## config.mk

```make
export PLATFORM = sky130hd
export DESIGN_NAME = req_sched_top
export DESIGN_NICKNAME = d
export VERILOG_FILES = /design/src/hdl/sched_cfg_pkg.sv /design/src/hdl/sched_types_pkg.sv /design/src/hdl/queue_if.sv /design/src/hdl/addr_queue.sv /design/src/hdl/raw_hazard_detect.sv /design/src/hdl/sched_control.sv /design/src/hdl/req_sched_top.sv
export SDC_FILE = /design/constraint.sdc
export NUM_CORES = 1
export LEC_CHECK = 0
export BUFFER_PORTS_ARGS = -buffer_cell sky130_fd_sc_hd__buf_2
export CAP_MARGIN = 20
export CELL_PAD_IN_SITES_DETAIL_PLACEMENT = 0
export CELL_PAD_IN_SITES_GLOBAL_PLACEMENT = 1
export CORE_MARGIN = 8
export CORE_UTILIZATION = 47
export CTS_CLUSTER_SIZE = 10
export DETAILED_ROUTE_END_ITERATION = 7
export GPL_ROUTABILITY_DRIVEN = 0
export PLACE_DENSITY = 0.87
export SLEW_MARGIN = 20
export SYNTH_ARGS = -nofsm -noshare
export SYNTH_HDL_FRONTEND = slang
export SYNTH_SLANG_ARGS = --single-unit
```

## constraint.sdc

```tcl
create_clock -name clkin -period 3.5 [get_ports clkin]
set_input_delay 0.7 -clock clkin [delete_from_list [all_inputs] [get_ports clkin]]
set_output_delay 0.7 -clock clkin [all_outputs]
set_load 0.01 [all_outputs]
```

## src/hdl/sched_cfg_pkg.sv

```systemverilog
`default_nettype none

// build-wide sizing for the request scheduler
package sched_cfg_pkg;

    // bits in one request address
    localparam int ADDR_W = 8;

    // default slots per address queue
    // must be a power of two and at least 2 so the pointers wrap for free
    // one slot always stays empty, which leaves DEF_DEPTH-1 usable entries
    localparam int DEF_DEPTH = 4;

endpackage : sched_cfg_pkg

`default_nettype wire

```

## src/hdl/sched_types_pkg.sv

```systemverilog
`default_nettype none

// data types shared by the queues, the hazard check and the control
package sched_types_pkg;

    import sched_cfg_pkg::*;

    // one request address, as seen on in_addr and out_addr
    typedef logic [ADDR_W-1:0] addr_t;

    // issue decision of the control FSM
    // the registered copy names the source of the last issue
    typedef enum logic [1:0] {
        SRC_NONE  = 2'd0,   // nothing granted or nothing queued
        SRC_READ  = 2'd1,   // head of the read queue went out
        SRC_WRITE = 2'd2    // head of the write queue went out
    } issue_src_e;

endpackage : sched_types_pkg

`default_nettype wire

```

## src/hdl/queue_if.sv

```systemverilog
`default_nettype none

// one address queue as seen by the store, the control and the hazard scan
interface queue_if
    import sched_cfg_pkg::*, sched_types_pkg::*;
#(
    parameter int DEPTH = DEF_DEPTH
) ();

    logic                    push;        // write push_addr at the tail
    addr_t                   push_addr;
    logic                    pop;         // drop the head entry
    addr_t                   head_addr;   // oldest entry, valid when !empty
    logic                    full;        // DEPTH-1 entries held
    logic                    empty;
    addr_t [DEPTH-1:0]       entries;     // raw storage, slot indexed
    logic  [DEPTH-1:0]       live_mask;   // 1 = slot holds a queued entry

    // queue storage side
    modport store (
        input  push, push_addr, pop,
        output head_addr, full, empty, entries, live_mask
    );

    // ingress steering and issue side
    modport ctrl (
        output push, push_addr, pop,
        input  head_addr, full, empty
    );

    // read only view for the hazard compare
    modport scan (
        input  head_addr, empty, entries, live_mask
    );

endinterface : queue_if

`default_nettype wire

```

## src/hdl/addr_queue.sv

```systemverilog
`default_nettype none

// circular FIFO of request addresses
// one slot is sacrificed so that equal pointers always mean empty
module addr_queue
    import sched_cfg_pkg::*, sched_types_pkg::*;
#(
    parameter int DEPTH = DEF_DEPTH
) (
    input  logic  clkin,
    input  logic  arst_n,
    queue_if.store q
);

    localparam int PTR_W = $clog2(DEPTH);

    typedef logic [PTR_W-1:0] ptr_t;

    addr_t [DEPTH-1:0] mem;      // address storage
    ptr_t              head;     // next entry to leave
    ptr_t              tail;     // next free slot
    ptr_t              count;    // entries held, modulo DEPTH

    // storage write, no reset needed on the payload
    always_ff @(posedge clkin) begin
        if (q.push) begin
            mem[tail] <= q.push_addr;
        end
    end

    // pointer update
    always_ff @(posedge clkin or negedge arst_n) begin
        if (!arst_n) begin
            head <= '0;
            tail <= '0;
        end else begin
            if (q.push) begin
                tail <= tail + 1'b1;   // wraps at DEPTH, power of two
            end
            if (q.pop) begin
                head <= head + 1'b1;
            end
        end
    end

    // status straight from the pointers
    assign q.empty     = (head == tail);
    assign q.full      = (ptr_t'(tail + 1'b1) == head);   // tail one behind head
    assign q.head_addr = mem[head];
    assign q.entries   = mem;

    assign count = tail - head;   // modular difference handles wrap

    // a slot is live when its distance from head is below the count
    // this covers both the plain and the wrapped pointer order
    always_comb begin
        for (int i = 0; i < DEPTH; i++) begin
            q.live_mask[i] = (ptr_t'(ptr_t'(i) - head) < count);
        end
    end

    // the control must look at full before it steers a request here
    push_not_full: assert property (
        @(posedge clkin) disable iff (!arst_n)
        q.push |-> !q.full
    ) else $error("push into a full address queue");

    // the issue logic only picks a queue that holds something
    pop_not_empty: assert property (
        @(posedge clkin) disable iff (!arst_n)
        q.pop |-> !q.empty
    ) else $error("pop from an empty address queue");

endmodule : addr_queue

`default_nettype wire

```

## src/hdl/raw_hazard_detect.sv

```systemverilog
`default_nettype none

// read-after-write check
// the read head may not pass a queued write to the same address
module raw_hazard_detect
    import sched_cfg_pkg::*, sched_types_pkg::*;
#(
    parameter int DEPTH = DEF_DEPTH
) (
    queue_if.scan rdq,
    queue_if.scan wrq,
    output logic  hazard
);

    addr_t rd_head;       // address the read queue wants to issue next
    logic  rd_live;       // read queue holds at least one entry
    logic  hit;           // some live write slot holds rd_head

    assign rd_head = rdq.head_addr;
    assign rd_live = |rdq.live_mask;   // occupancy taken from the slot mask

    // compare against every slot, stale slots masked out by live_mask
    always_comb begin
        hit = 1'b0;
        for (int i = 0; i < DEPTH; i++) begin
            if (wrq.live_mask[i] && (wrq.entries[i] == rd_head)) begin
                hit = 1'b1;
            end
        end
    end

    // an empty read queue leaves rd_head stale, so no hazard then
    // an empty write queue has no live bits anyway, quick out
    assign hazard = hit && rd_live && !wrq.empty;

    // no clock on this block, so a deferred check on the settled value
    // slot mask and empty flag of the read queue have to agree
    always_comb begin
        hazard_needs_read: assert final (!(hazard && rdq.empty))
            else $error("hazard raised while the read queue is empty");
    end

endmodule : raw_hazard_detect

`default_nettype wire

```

## src/hdl/sched_control.sv

```systemverilog
`default_nettype none

// ingress steering and issue FSM
// grant is registered once, the chosen head is registered into the outputs
module sched_control
    import sched_types_pkg::*;
(
    input  logic  clkin,
    input  logic  arst_n,
    // client side
    input  logic  in_valid,
    input  logic  in_is_read,
    input  addr_t in_addr,
    output logic  in_ready,
    // bus side
    input  logic  bus_gnt_raw,
    input  logic  hazard,        // read head matches a queued write
    queue_if.ctrl rdq,
    queue_if.ctrl wrq,
    output logic  out_valid,
    output logic  out_is_read,
    output addr_t out_addr
);

    logic       accept;          // handshake this cycle
    logic       grant_q;         // bus grant, one edge late
    issue_src_e src_d;           // decision for the coming edge
    issue_src_e last_src;        // source of the last issue

    // ingress
    assign in_ready = in_is_read ? !rdq.full : !wrq.full;   // only the target queue matters
    assign accept   = in_valid && in_ready;

    assign rdq.push      = accept && in_is_read;
    assign wrq.push      = accept && !in_is_read;
    assign rdq.push_addr = in_addr;
    assign wrq.push_addr = in_addr;

    // issue decision on queue state from before the edge
    always_comb begin
        src_d = SRC_NONE;
        if (grant_q) begin
            if (!rdq.empty && !hazard) begin
                src_d = SRC_READ;    // reads go ahead of writes
            end else if (!wrq.empty) begin
                src_d = SRC_WRITE;   // also drains the write that blocks a read
            end
        end
    end

    assign rdq.pop = (src_d == SRC_READ);
    assign wrq.pop = (src_d == SRC_WRITE);

    // control state
    always_ff @(posedge clkin or negedge arst_n) begin
        if (!arst_n) begin
            grant_q   <= 1'b0;
            last_src  <= SRC_NONE;
            out_valid <= 1'b0;
        end else begin
            grant_q   <= bus_gnt_raw;
            last_src  <= src_d;
            out_valid <= (src_d != SRC_NONE);   // one cycle per issue
        end
    end

    // issued address, payload only
    always_ff @(posedge clkin) begin
        if (src_d == SRC_READ) begin
            out_addr <= rdq.head_addr;
        end else if (src_d == SRC_WRITE) begin
            out_addr <= wrq.head_addr;
        end
    end

    assign out_is_read = (last_src == SRC_READ);

    // a read leaving the queue must not have had a pending write match
    read_after_clear: assert property (
        @(posedge clkin) disable iff (!arst_n)
        (out_valid && out_is_read) |-> !$past(hazard)
    ) else $error("read issued while a matching write was queued");

    // output strobe and recorded source must agree
    valid_has_source: assert property (
        @(posedge clkin) disable iff (!arst_n)
        out_valid |-> (last_src != SRC_NONE)
    ) else $error("out_valid high with no issue source recorded");

endmodule : sched_control

`default_nettype wire

```

## src/hdl/req_sched_top.sv

```systemverilog
`default_nettype none

// memory request scheduler
// two address queues, a read-after-write check and the issue control
module req_sched_top
    import sched_cfg_pkg::*, sched_types_pkg::*;
#(
    parameter int DEPTH = DEF_DEPTH    // slots per queue, power of two
) (
    input  logic  clkin,
    input  logic  arst_n,
    // request ingress
    input  logic  in_valid,
    input  logic  in_is_read,          // 1 = read, 0 = write
    input  addr_t in_addr,
    output logic  in_ready,            // selected queue has room
    // bus side
    input  logic  bus_gnt_raw,         // slot offered by the bus
    output logic  out_valid,           // one request issued
    output logic  out_is_read,
    output addr_t out_addr
);

    logic hazard;   // read head blocked by a queued write

    // queue bundles
    queue_if #(
        .DEPTH (DEPTH)
    ) rdq_if ();

    queue_if #(
        .DEPTH (DEPTH)
    ) wrq_if ();

    // read address queue
    addr_queue #(
        .DEPTH (DEPTH)
    ) u_rdq (
        .clkin  (clkin),
        .arst_n (arst_n),
        .q      (rdq_if)
    );

    // write address queue
    addr_queue #(
        .DEPTH (DEPTH)
    ) u_wrq (
        .clkin  (clkin),
        .arst_n (arst_n),
        .q      (wrq_if)
    );

    // combinational match of read head against live writes
    raw_hazard_detect #(
        .DEPTH (DEPTH)
    ) u_hazard (
        .rdq    (rdq_if),
        .wrq    (wrq_if),
        .hazard (hazard)
    );

    // steering, grant register and issue
    sched_control u_ctrl (
        .clkin       (clkin),
        .arst_n      (arst_n),
        .in_valid    (in_valid),
        .in_is_read  (in_is_read),
        .in_addr     (in_addr),
        .in_ready    (in_ready),
        .bus_gnt_raw (bus_gnt_raw),
        .hazard      (hazard),
        .rdq         (rdq_if),
        .wrq         (wrq_if),
        .out_valid   (out_valid),
        .out_is_read (out_is_read),
        .out_addr    (out_addr)
    );

endmodule : req_sched_top

`default_nettype wire

```

==> impl_summary.log, run 1 <==
[metrics] VDD IR-drop max: 252.5 uV
[metrics] count of yosys warnings during synthesis: 0
[metrics] quantity of hold-fixing buffers added after cts: 0
[metrics] number of antenna cells inserted: 0
[metrics] layout cell share with drive strength beyond 1: between 20 and 30%
[metrics] count of unresolved DRC violations after routing: 0
[metrics] Post-synth ARST share: 14.29%
[metrics] final WL: 7230 um
[metrics] worst setup path startpoint: u_wrq.tail[0]$_DFFE_PN0P_
[metrics] initial cell density of the core: 48.52%
[metrics] overall overflow remaining after global route: 0
[metrics] leak pwr: 1.637 nW
[metrics] clock root buffer master: clkbuf_8
[metrics] sequential-to-total area share from yosys stat: 61.46%
[metrics] setup repair after global routing missed its margin: no
[metrics] data required time of the worst path: 3610 ps
[metrics] initial antenna violation count: 0
[metrics] vias: 2,099
[metrics] chip height: 108.3 um
[metrics] Yosys top cell area share: 53.97%
[metrics] number of enable flip-flop cells after synthesis: 72
[metrics] Arr. time, crit path: 3430 ps
[metrics] reg-to-reg setup timing slack: between 150 and 200 ps
[metrics] minimum clock period after layout: between 3000 and 4000 ps
[metrics] Tightest Pin Transition: between 700 and 800 ps
[metrics] total of flip-flops plus latches after synthesis: 84
[metrics] Synth cell types: 32
[metrics] count of boundary I/O pins: 24
[metrics] H-Tree Depth: 3
[metrics] Achievable Freq: 0.3010 GHz
[metrics] synthesized cell area: 4006 um2
[metrics] vias per cell: around 5.3
[metrics] fin. max-slew vios: 0
[metrics] Die Wd: 108.3 um
[metrics] setup TNS: 0 ps
[metrics] synthesized area per cell: 16.29 um2
[metrics] dominant synthesized flop cell: edfxtp_1
[metrics] max-cap viol count: 0
[metrics] ANT nets after route: 0
[metrics] largest net degree at the start of global routing: 16
[metrics] global routing usage summed across all routing layers: 13.03%
[metrics] largest buffer count on any clock path: 2
[metrics] P&R area growth vs syn: 12.59%
[metrics] clock skew: 10.36 ps
[metrics] placeable core region: around 8300 um2
[metrics] vias in the first global route: 2,191
[metrics] post-synthesis net count: 283
[metrics] cell types with the highest counts after synthesis: edfxtp_1 (72), xnor2_1 (36), ha_1 (20)
[metrics] tightest slew margin relative to the limit: 46.57%
[metrics] clock tree sinks: 84
[metrics] class of the tightest hold or removal check: input pin to asynchronous set/reset pin
[metrics] launching element type of the critical path: flop
[metrics] TritonCTS clock tree: done
[metrics] reg-to-reg endpoint: u_ctrl.out_addr[1]$_DFFE_PP_
[metrics] Iter 0 DRT Violations: roughly 130
[metrics] Worst Setup End Kind: flop
[metrics] number of rows created at floorplan: 33
[metrics] ranking of synthesized cells by area: edfxtp_1 (54%), mux4_2 (8.4%), xnor2_1 (7.9%)
[metrics] post-synthesis cell type with the largest combined area: edfxtp_1
[metrics] Layout Utilization: 54.62%
[metrics] crit-path max FO: 8
[metrics] I/O Buffers: 23
[metrics] final setup violation count: 0
[metrics] launch instance of the worst register-to-register path: u_wrq.tail[0]$_DFFE_PN0P_
[metrics] result of the run: complete, no violations
[metrics] most frequently used cell type in the post-synthesis netlist: edfxtp_1
[metrics] number of cells on the worst reg-to-reg path: 11
[metrics] CTS Buf Count: 9
[metrics] CTS clk-pin slew, worst paths: 90 ps
[metrics] first-pass GRT wire length: 11,360 um
[metrics] Post-layout nets: between 300 and 400
[metrics] latest clock arrival within the worst-skew pair: 350 ps
[metrics] power density cells: 907.9 nW/um2
[metrics] type of the worst setup path: flop to flop
[metrics] endpoints failing hold: 0
[metrics] Post-Syn Instances: about 250
[metrics] final worst path period share: 94.92%
[metrics] Detailed Place HPWL: 5322 um
[metrics] First-pass DRT Iterations: 4
[metrics] Die ar.: between 10,000 and 15,000 um2
[metrics] per-cell routed wire length: 18.35 um
## placed cells by master, fill, tap and decap left out, types with 2 or more instances in the layout
cell and n:
a21oi_1 2, and2_1 4, buf_2 23, buf_4 8, clkbuf_8 9, clkinv_4 3, dfrtp_1 12, edfxtp_1 72
fa_1 4, ha_1 18, ha_2 2, inv_1 18, mux2_1 2, mux2_2 8, mux4_2 15, nand2_1 9
nand3_1 4, nand4_1 5, nor2_1 7, nor3_1 3, xnor2_1 36, xor2_1 8
## worst max path at each step
stage                                    to  slack (ps)  cells past startpoint
2_1_floorplan  u_ctrl.out_addr[0]$_DFFE_PP_         160                     12
3_3_place_gp   u_ctrl.out_addr[7]$_DFFE_PP_         160                     11
3_5_place_dp   u_ctrl.out_addr[1]$_DFFE_PP_          40                     11
4_1_cts        u_ctrl.out_addr[1]$_DFFE_PP_          20                     11
5_1_grt        u_ctrl.out_addr[3]$_DFFE_PP_          30                     11
6_report       u_ctrl.out_addr[1]$_DFFE_PP_         180                     11
## power breakdown
group / internal, W / switching [W] / total (W)
combinational: 0.000906 / 0.00104 / 0.00194
clock: 0.000336 / 0.000363 / 0.000700
sequential: 0.00136 / 0.0000944 / 0.00145
total: 0.00260 / 0.00150 / 0.00410
## cell type report
cell class,instances,area [um2]
clock buffers,10,127.6
flip-flops and latches,84,2462
inverters,18,67.56
well taps,105,131.4
repair buffers,32,195.2
fillers,652,3747
clock inverters,6,72.57
multi-input cells,139,1454
## registers in the layout (all words and copies together), names as in the netlist
register and cells:
u_rdq.q.entries 32, u_wrq.q.entries 32, u_ctrl.out_addr 8, u_ctrl.last_src 2
u_rdq.head 2, u_rdq.tail 2, u_wrq.head 2, u_wrq.tail 2
u_ctrl.grant_q 1, u_ctrl.out_valid 1
## metal layers
metal  wire length [um]  track usage (%)  vias up
li1                   -                -      970
met2               3542            21.32       61
met5                  0                0        -
met4                214            8.504        0
met3                327            2.736       16
met1               3145            15.33     1052
## cell families (layout without fill, tap and decap cells)
group	count (synthesis)	count (layout)	share of synthesized area, %
buffers and inverters	23	66	2.373
xor gates and xnor gates	44	44	9.619
and+or+nand+nor	36	36	4.560
DFF	84	84	61.46
muxes	27	27	12.15
adders and majority gates	24	24	8.245
AOI/OAI and AO/OA	8	8	1.593
## worst max-delay path, cell delays in order, from the launching register on
cell and delay [ps]:
dfrtp_1 410, inv_1 80, ha_1 240, fa_1 470
ha_1 290, nor2_1 30, or3_1 310, nor4_2 300
o41ai_2 130, o211a_1 260, ha_2 260, mux2_2 300
## through the flow
step	worst slack, ps	power [W]	hold slack [ps]	instance area [um2]	cells
2_1_floorplan	160.3	0.002879	404.4	4006	246
3_3_place_gp	159.4	0.003371	565.4	4298	377
3_5_place_dp	42.96	0.003413	584.2	4298	377
4_1_cts	20.66	0.004120	221.7	4498	393
5_1_grt	25.54	0.004363	234.7	4511	394
6_report	177.7	0.004095	221.0	4511	394
## what timing repair did
item                                    4_1_cts  5_1_grt
gates resized for setup                       0        2
endpoints found under the setup margin        0       16
buffers inserted                              0        1
Power figures use the tool's default switching activity.
==> inputs of run 2 (changes only) <==
--- a/config.mk
+++ b/config.mk
@@ -12,3 +12,3 @@
 export CORE_MARGIN = 8
-export CORE_UTILIZATION = 47
+export CORE_UTILIZATION = 40
 export CTS_CLUSTER_SIZE = 10
@@ -16,3 +16,3 @@
 export GPL_ROUTABILITY_DRIVEN = 0
-export PLACE_DENSITY = 0.87
+export PLACE_DENSITY = 0.77
 export SLEW_MARGIN = 20
--- a/constraint.sdc
+++ b/constraint.sdc
@@ -3,2 +3,2 @@
 set_output_delay 0.7 -clock clkin [all_outputs]
-set_load 0.01 [all_outputs]
+set_load 0.005 [all_outputs]
==> impl_summary.log, run 2 (synthesis results as in run 1) <==
[metrics] cell with the biggest individual delay on the critical path: fa_1
[metrics] minimum clock period after layout: 3339 ps (+17.17 ps)
[metrics] largest buffer count on any clock path: 2 (unchanged)
[metrics] Achievable Freq: 0.2995 GHz (-0.51%)
[metrics] Bufs and invs on worst path: 1 (unchanged)
[metrics] Die ar.: 13,470 um2 (+15%)
[metrics] P&R area growth vs syn: 14.90%
[metrics] vias per cell: 4.812 (-9.7%)
[metrics] quantity of hold-fixing buffers added after cts: 0 (unchanged)
[metrics] layout cell share with drive strength beyond 1: 27.65% (+2.0 points)
[metrics] clock tree sinks: 84 (unchanged)
[metrics] VDD IR-drop max: 303.6 uV (+20%)
[metrics] tightest slew margin relative to the limit: 50.08% (+3.5 points)
[metrics] Post-layout nets: 325 (+1.2%)
[metrics] launching element type of the critical path: flop
[metrics] final WL: 7340 um (+1.5%)
[metrics] initial cell density of the core: 41.18% (-7.3 points)
[metrics] count of unresolved DRC violations after routing: 0 (unchanged)
[metrics] number of cells on the worst reg-to-reg path: 11 (unchanged)
[metrics] crit-path max FO: 8 (unchanged)
[metrics] First-pass DRT Iterations: 4 (unchanged)
[metrics] max incr delay on CP: 450 ps (-20 ps)
[metrics] cell family with the largest share of critical-path delay: adder cells
[metrics] fin. max-slew vios: 0 (unchanged)
[metrics] ANT nets after route: 0 (unchanged)
[metrics] first-pass GRT wire length: 11,870 um (+4.5%)
[metrics] Arr. time, crit path: 3430 ps (about the same)
[metrics] final setup violation count: 0 (unchanged)
[metrics] Detailed Place HPWL: 5412 um (+1.7%)
[metrics] Final Hold Slack: 223.6 ps (+2.575 ps)
[metrics] power density cells: 898.1 nW/um2 (-1.1%)
[metrics] vias in the first global route: 2,174 (-0.78%)
[metrics] H-Tree Depth: 3 (unchanged)
[metrics] reg-to-reg setup timing slack: 160 ps (-20 ps)
[metrics] filler cell count in the final layout: 863 (+32%)
[metrics] initial antenna violation count: 0 (unchanged)
[metrics] Die Wd: 116.1 um (+7.2%)
[metrics] chip height: 116.1 um (+7.2%)
[metrics] latest clock arrival within the worst-skew pair: 350 ps (about the same)
[metrics] TritonCTS clock tree: done
[metrics] final worst path period share: 95.41% (+0.49 points)
[metrics] vias: 2,050 (-2.3%)
[metrics] CTS clk-pin slew, worst paths: 90 ps (about the same)
[metrics] clock skew: 12.27 ps (+1.907 ps)
[metrics] Layout Utilization: 47.31% (-7.3 points)
[metrics] number of antenna cells inserted: 0 (unchanged)
[metrics] leak pwr: 1.668 nW (+1.9%)
[metrics] launch instance of the worst register-to-register path: u_wrq.tail[0]$_DFFE_PN0P_
[metrics] cell-by-cell listing of the critical path: inv_1 -> ha_1 -> fa_1 -> ha_1 -> nor2_1 -> or3_1 -> nor4_2 -> o41ai_4 -> o211a_1 -> ha_4 -> mux2_2
[metrics] Stages on worst setup path: 11 (unchanged)
[metrics] result of the run: complete, no violations
[metrics] number of rows created at floorplan: 36 (+9.1%)
[metrics] worst setup path startpoint: u_wrq.tail[0]$_DFFE_PN0P_
[metrics] Iter 0 DRT Violations: 75 (-43%)
[metrics] Tightest Pin Transition: 746.1 ps (-52.49 ps)
[metrics] global routing usage summed across all routing layers: 11.82% (-1.2 points)
[metrics] count of boundary I/O pins: 24 (unchanged)
[metrics] overall overflow remaining after global route: 0 (unchanged)
[metrics] class of the tightest hold or removal check: input pin to asynchronous set/reset pin
[metrics] placeable core region: 9729 um2 (+18%)
[metrics] data required time of the worst path: 3590 ps (-20 ps)
[metrics] commonest non-fill, non-tap cell in the layout: edfxtp_1
[metrics] per-cell routed wire length: 17.23 um (-6.1%)
[metrics] clock root buffer master: clkbuf_8
[metrics] max-cap viol count: 0 (unchanged)
[metrics] CTS Buf Count: 9 (unchanged)
[metrics] capturing instance or port of the critical path: u_ctrl.out_addr[2]$_DFFE_PP_
[metrics] type of the worst setup path: flop to flop
[metrics] largest net degree at the start of global routing: 17 (+1)
[metrics] endpoints failing hold: 0 (unchanged)
[metrics] most frequent cell on the critical path: ha_1
[metrics] reg-to-reg endpoint: u_ctrl.out_addr[2]$_DFFE_PP_
[metrics] highest-count cells in the layout ignoring fill and taps: edfxtp_1 (72), xnor2_1 (36), buf_2 (23)
[metrics] I/O Buffers: 23 (unchanged)
[metrics] Worst Setup End Kind: flop
[metrics] setup repair after global routing missed its margin: no
-- run 2: how the worst min path moves through the flow --
| stage | endpoint | cells after the start |
|---|---|---|
| 6_report | u_ctrl.out_valid$_DFF_PN0_ | 1 |
| 5_1_grt | u_ctrl.out_valid$_DFF_PN0_ | 1 |
| 4_1_cts | u_ctrl.out_valid$_DFF_PN0_ | 1 |
| 3_5_place_dp | u_rdq.tail[0]$_DFFE_PN0P_ | 1 |
| 3_3_place_gp | u_rdq.tail[0]$_DFFE_PN0P_ | 1 |
| 2_1_floorplan | u_ctrl.grant_q$_DFF_PN0_ | 0 |
-- run 2: report_power, final --
part | internal [W] | switching, W
combinational | 0.000935 | 0.00102
clock | 0.000341 | 0.000371
sequential | 0.00136 | 0.000108
total | 0.00263 | 0.00150
-- run 2: worst register-to-register path: cells and delay by family (launching register included) --
family          cells  cell delay (ps)
buf+inv             1               80
mux                 1              290
flops               1              390
compound gates      2              420
simple gates        3              720
fa+ha+maj           4             1170
-- run 2: through the flow --
| stage | setup TNS (ps) | setup slack, ps | cells | cell area, um2 | power [W] |
|---|---|---|---|---|---|
| final | 0 | 160.6 | 426 | 4603 | 0.004134 |
| after global routing | 0 | 26.29 | 426 | 4603 | 0.004437 |
| after detailed placement | -368.7 | -53.10 | 407 | 4348 | 0.003410 |
| after CTS | 0 | 65.26 | 423 | 4556 | 0.004137 |
| after floorplan | 0 | 160.3 | 246 | 4006 | 0.002848 |
| after global placement | 0 | 78.00 | 407 | 4348 | 0.003374 |
-- run 2: metal layers --
layer / track usage [%] / wire, um / vias up
li1: - / - / 982
met1: 14.88 / 3357 / 1032
met2: 19.65 / 3702 / 32
met3: 2.241 / 216 / 4
met4: 4.667 / 63 / 0
met5: 0 / 0 / -
-- run 2: layout make-up --
class | count | area, um2 | area share, %
sequential | 84 | 2465 | 53.55
timing repair buffer | 36 | 225.2 | 4.893
inverter | 18 | 67.56 | 1.468
clock buffer | 9 | 123.9 | 2.691
tap | 133 | 166.4 | 3.615
multi-input combinational | 139 | 1475 | 32.05
clock inverter | 7 | 80.08 | 1.740
-- run 2: timing repair --
item | in CTS | in global routing
pin swaps | 0 | 4
gates cloned | 0 | 0
setup buffers | 0 | 3
gates resized for setup | 2 | 4
endpoints found under the setup margin | 8 | 8
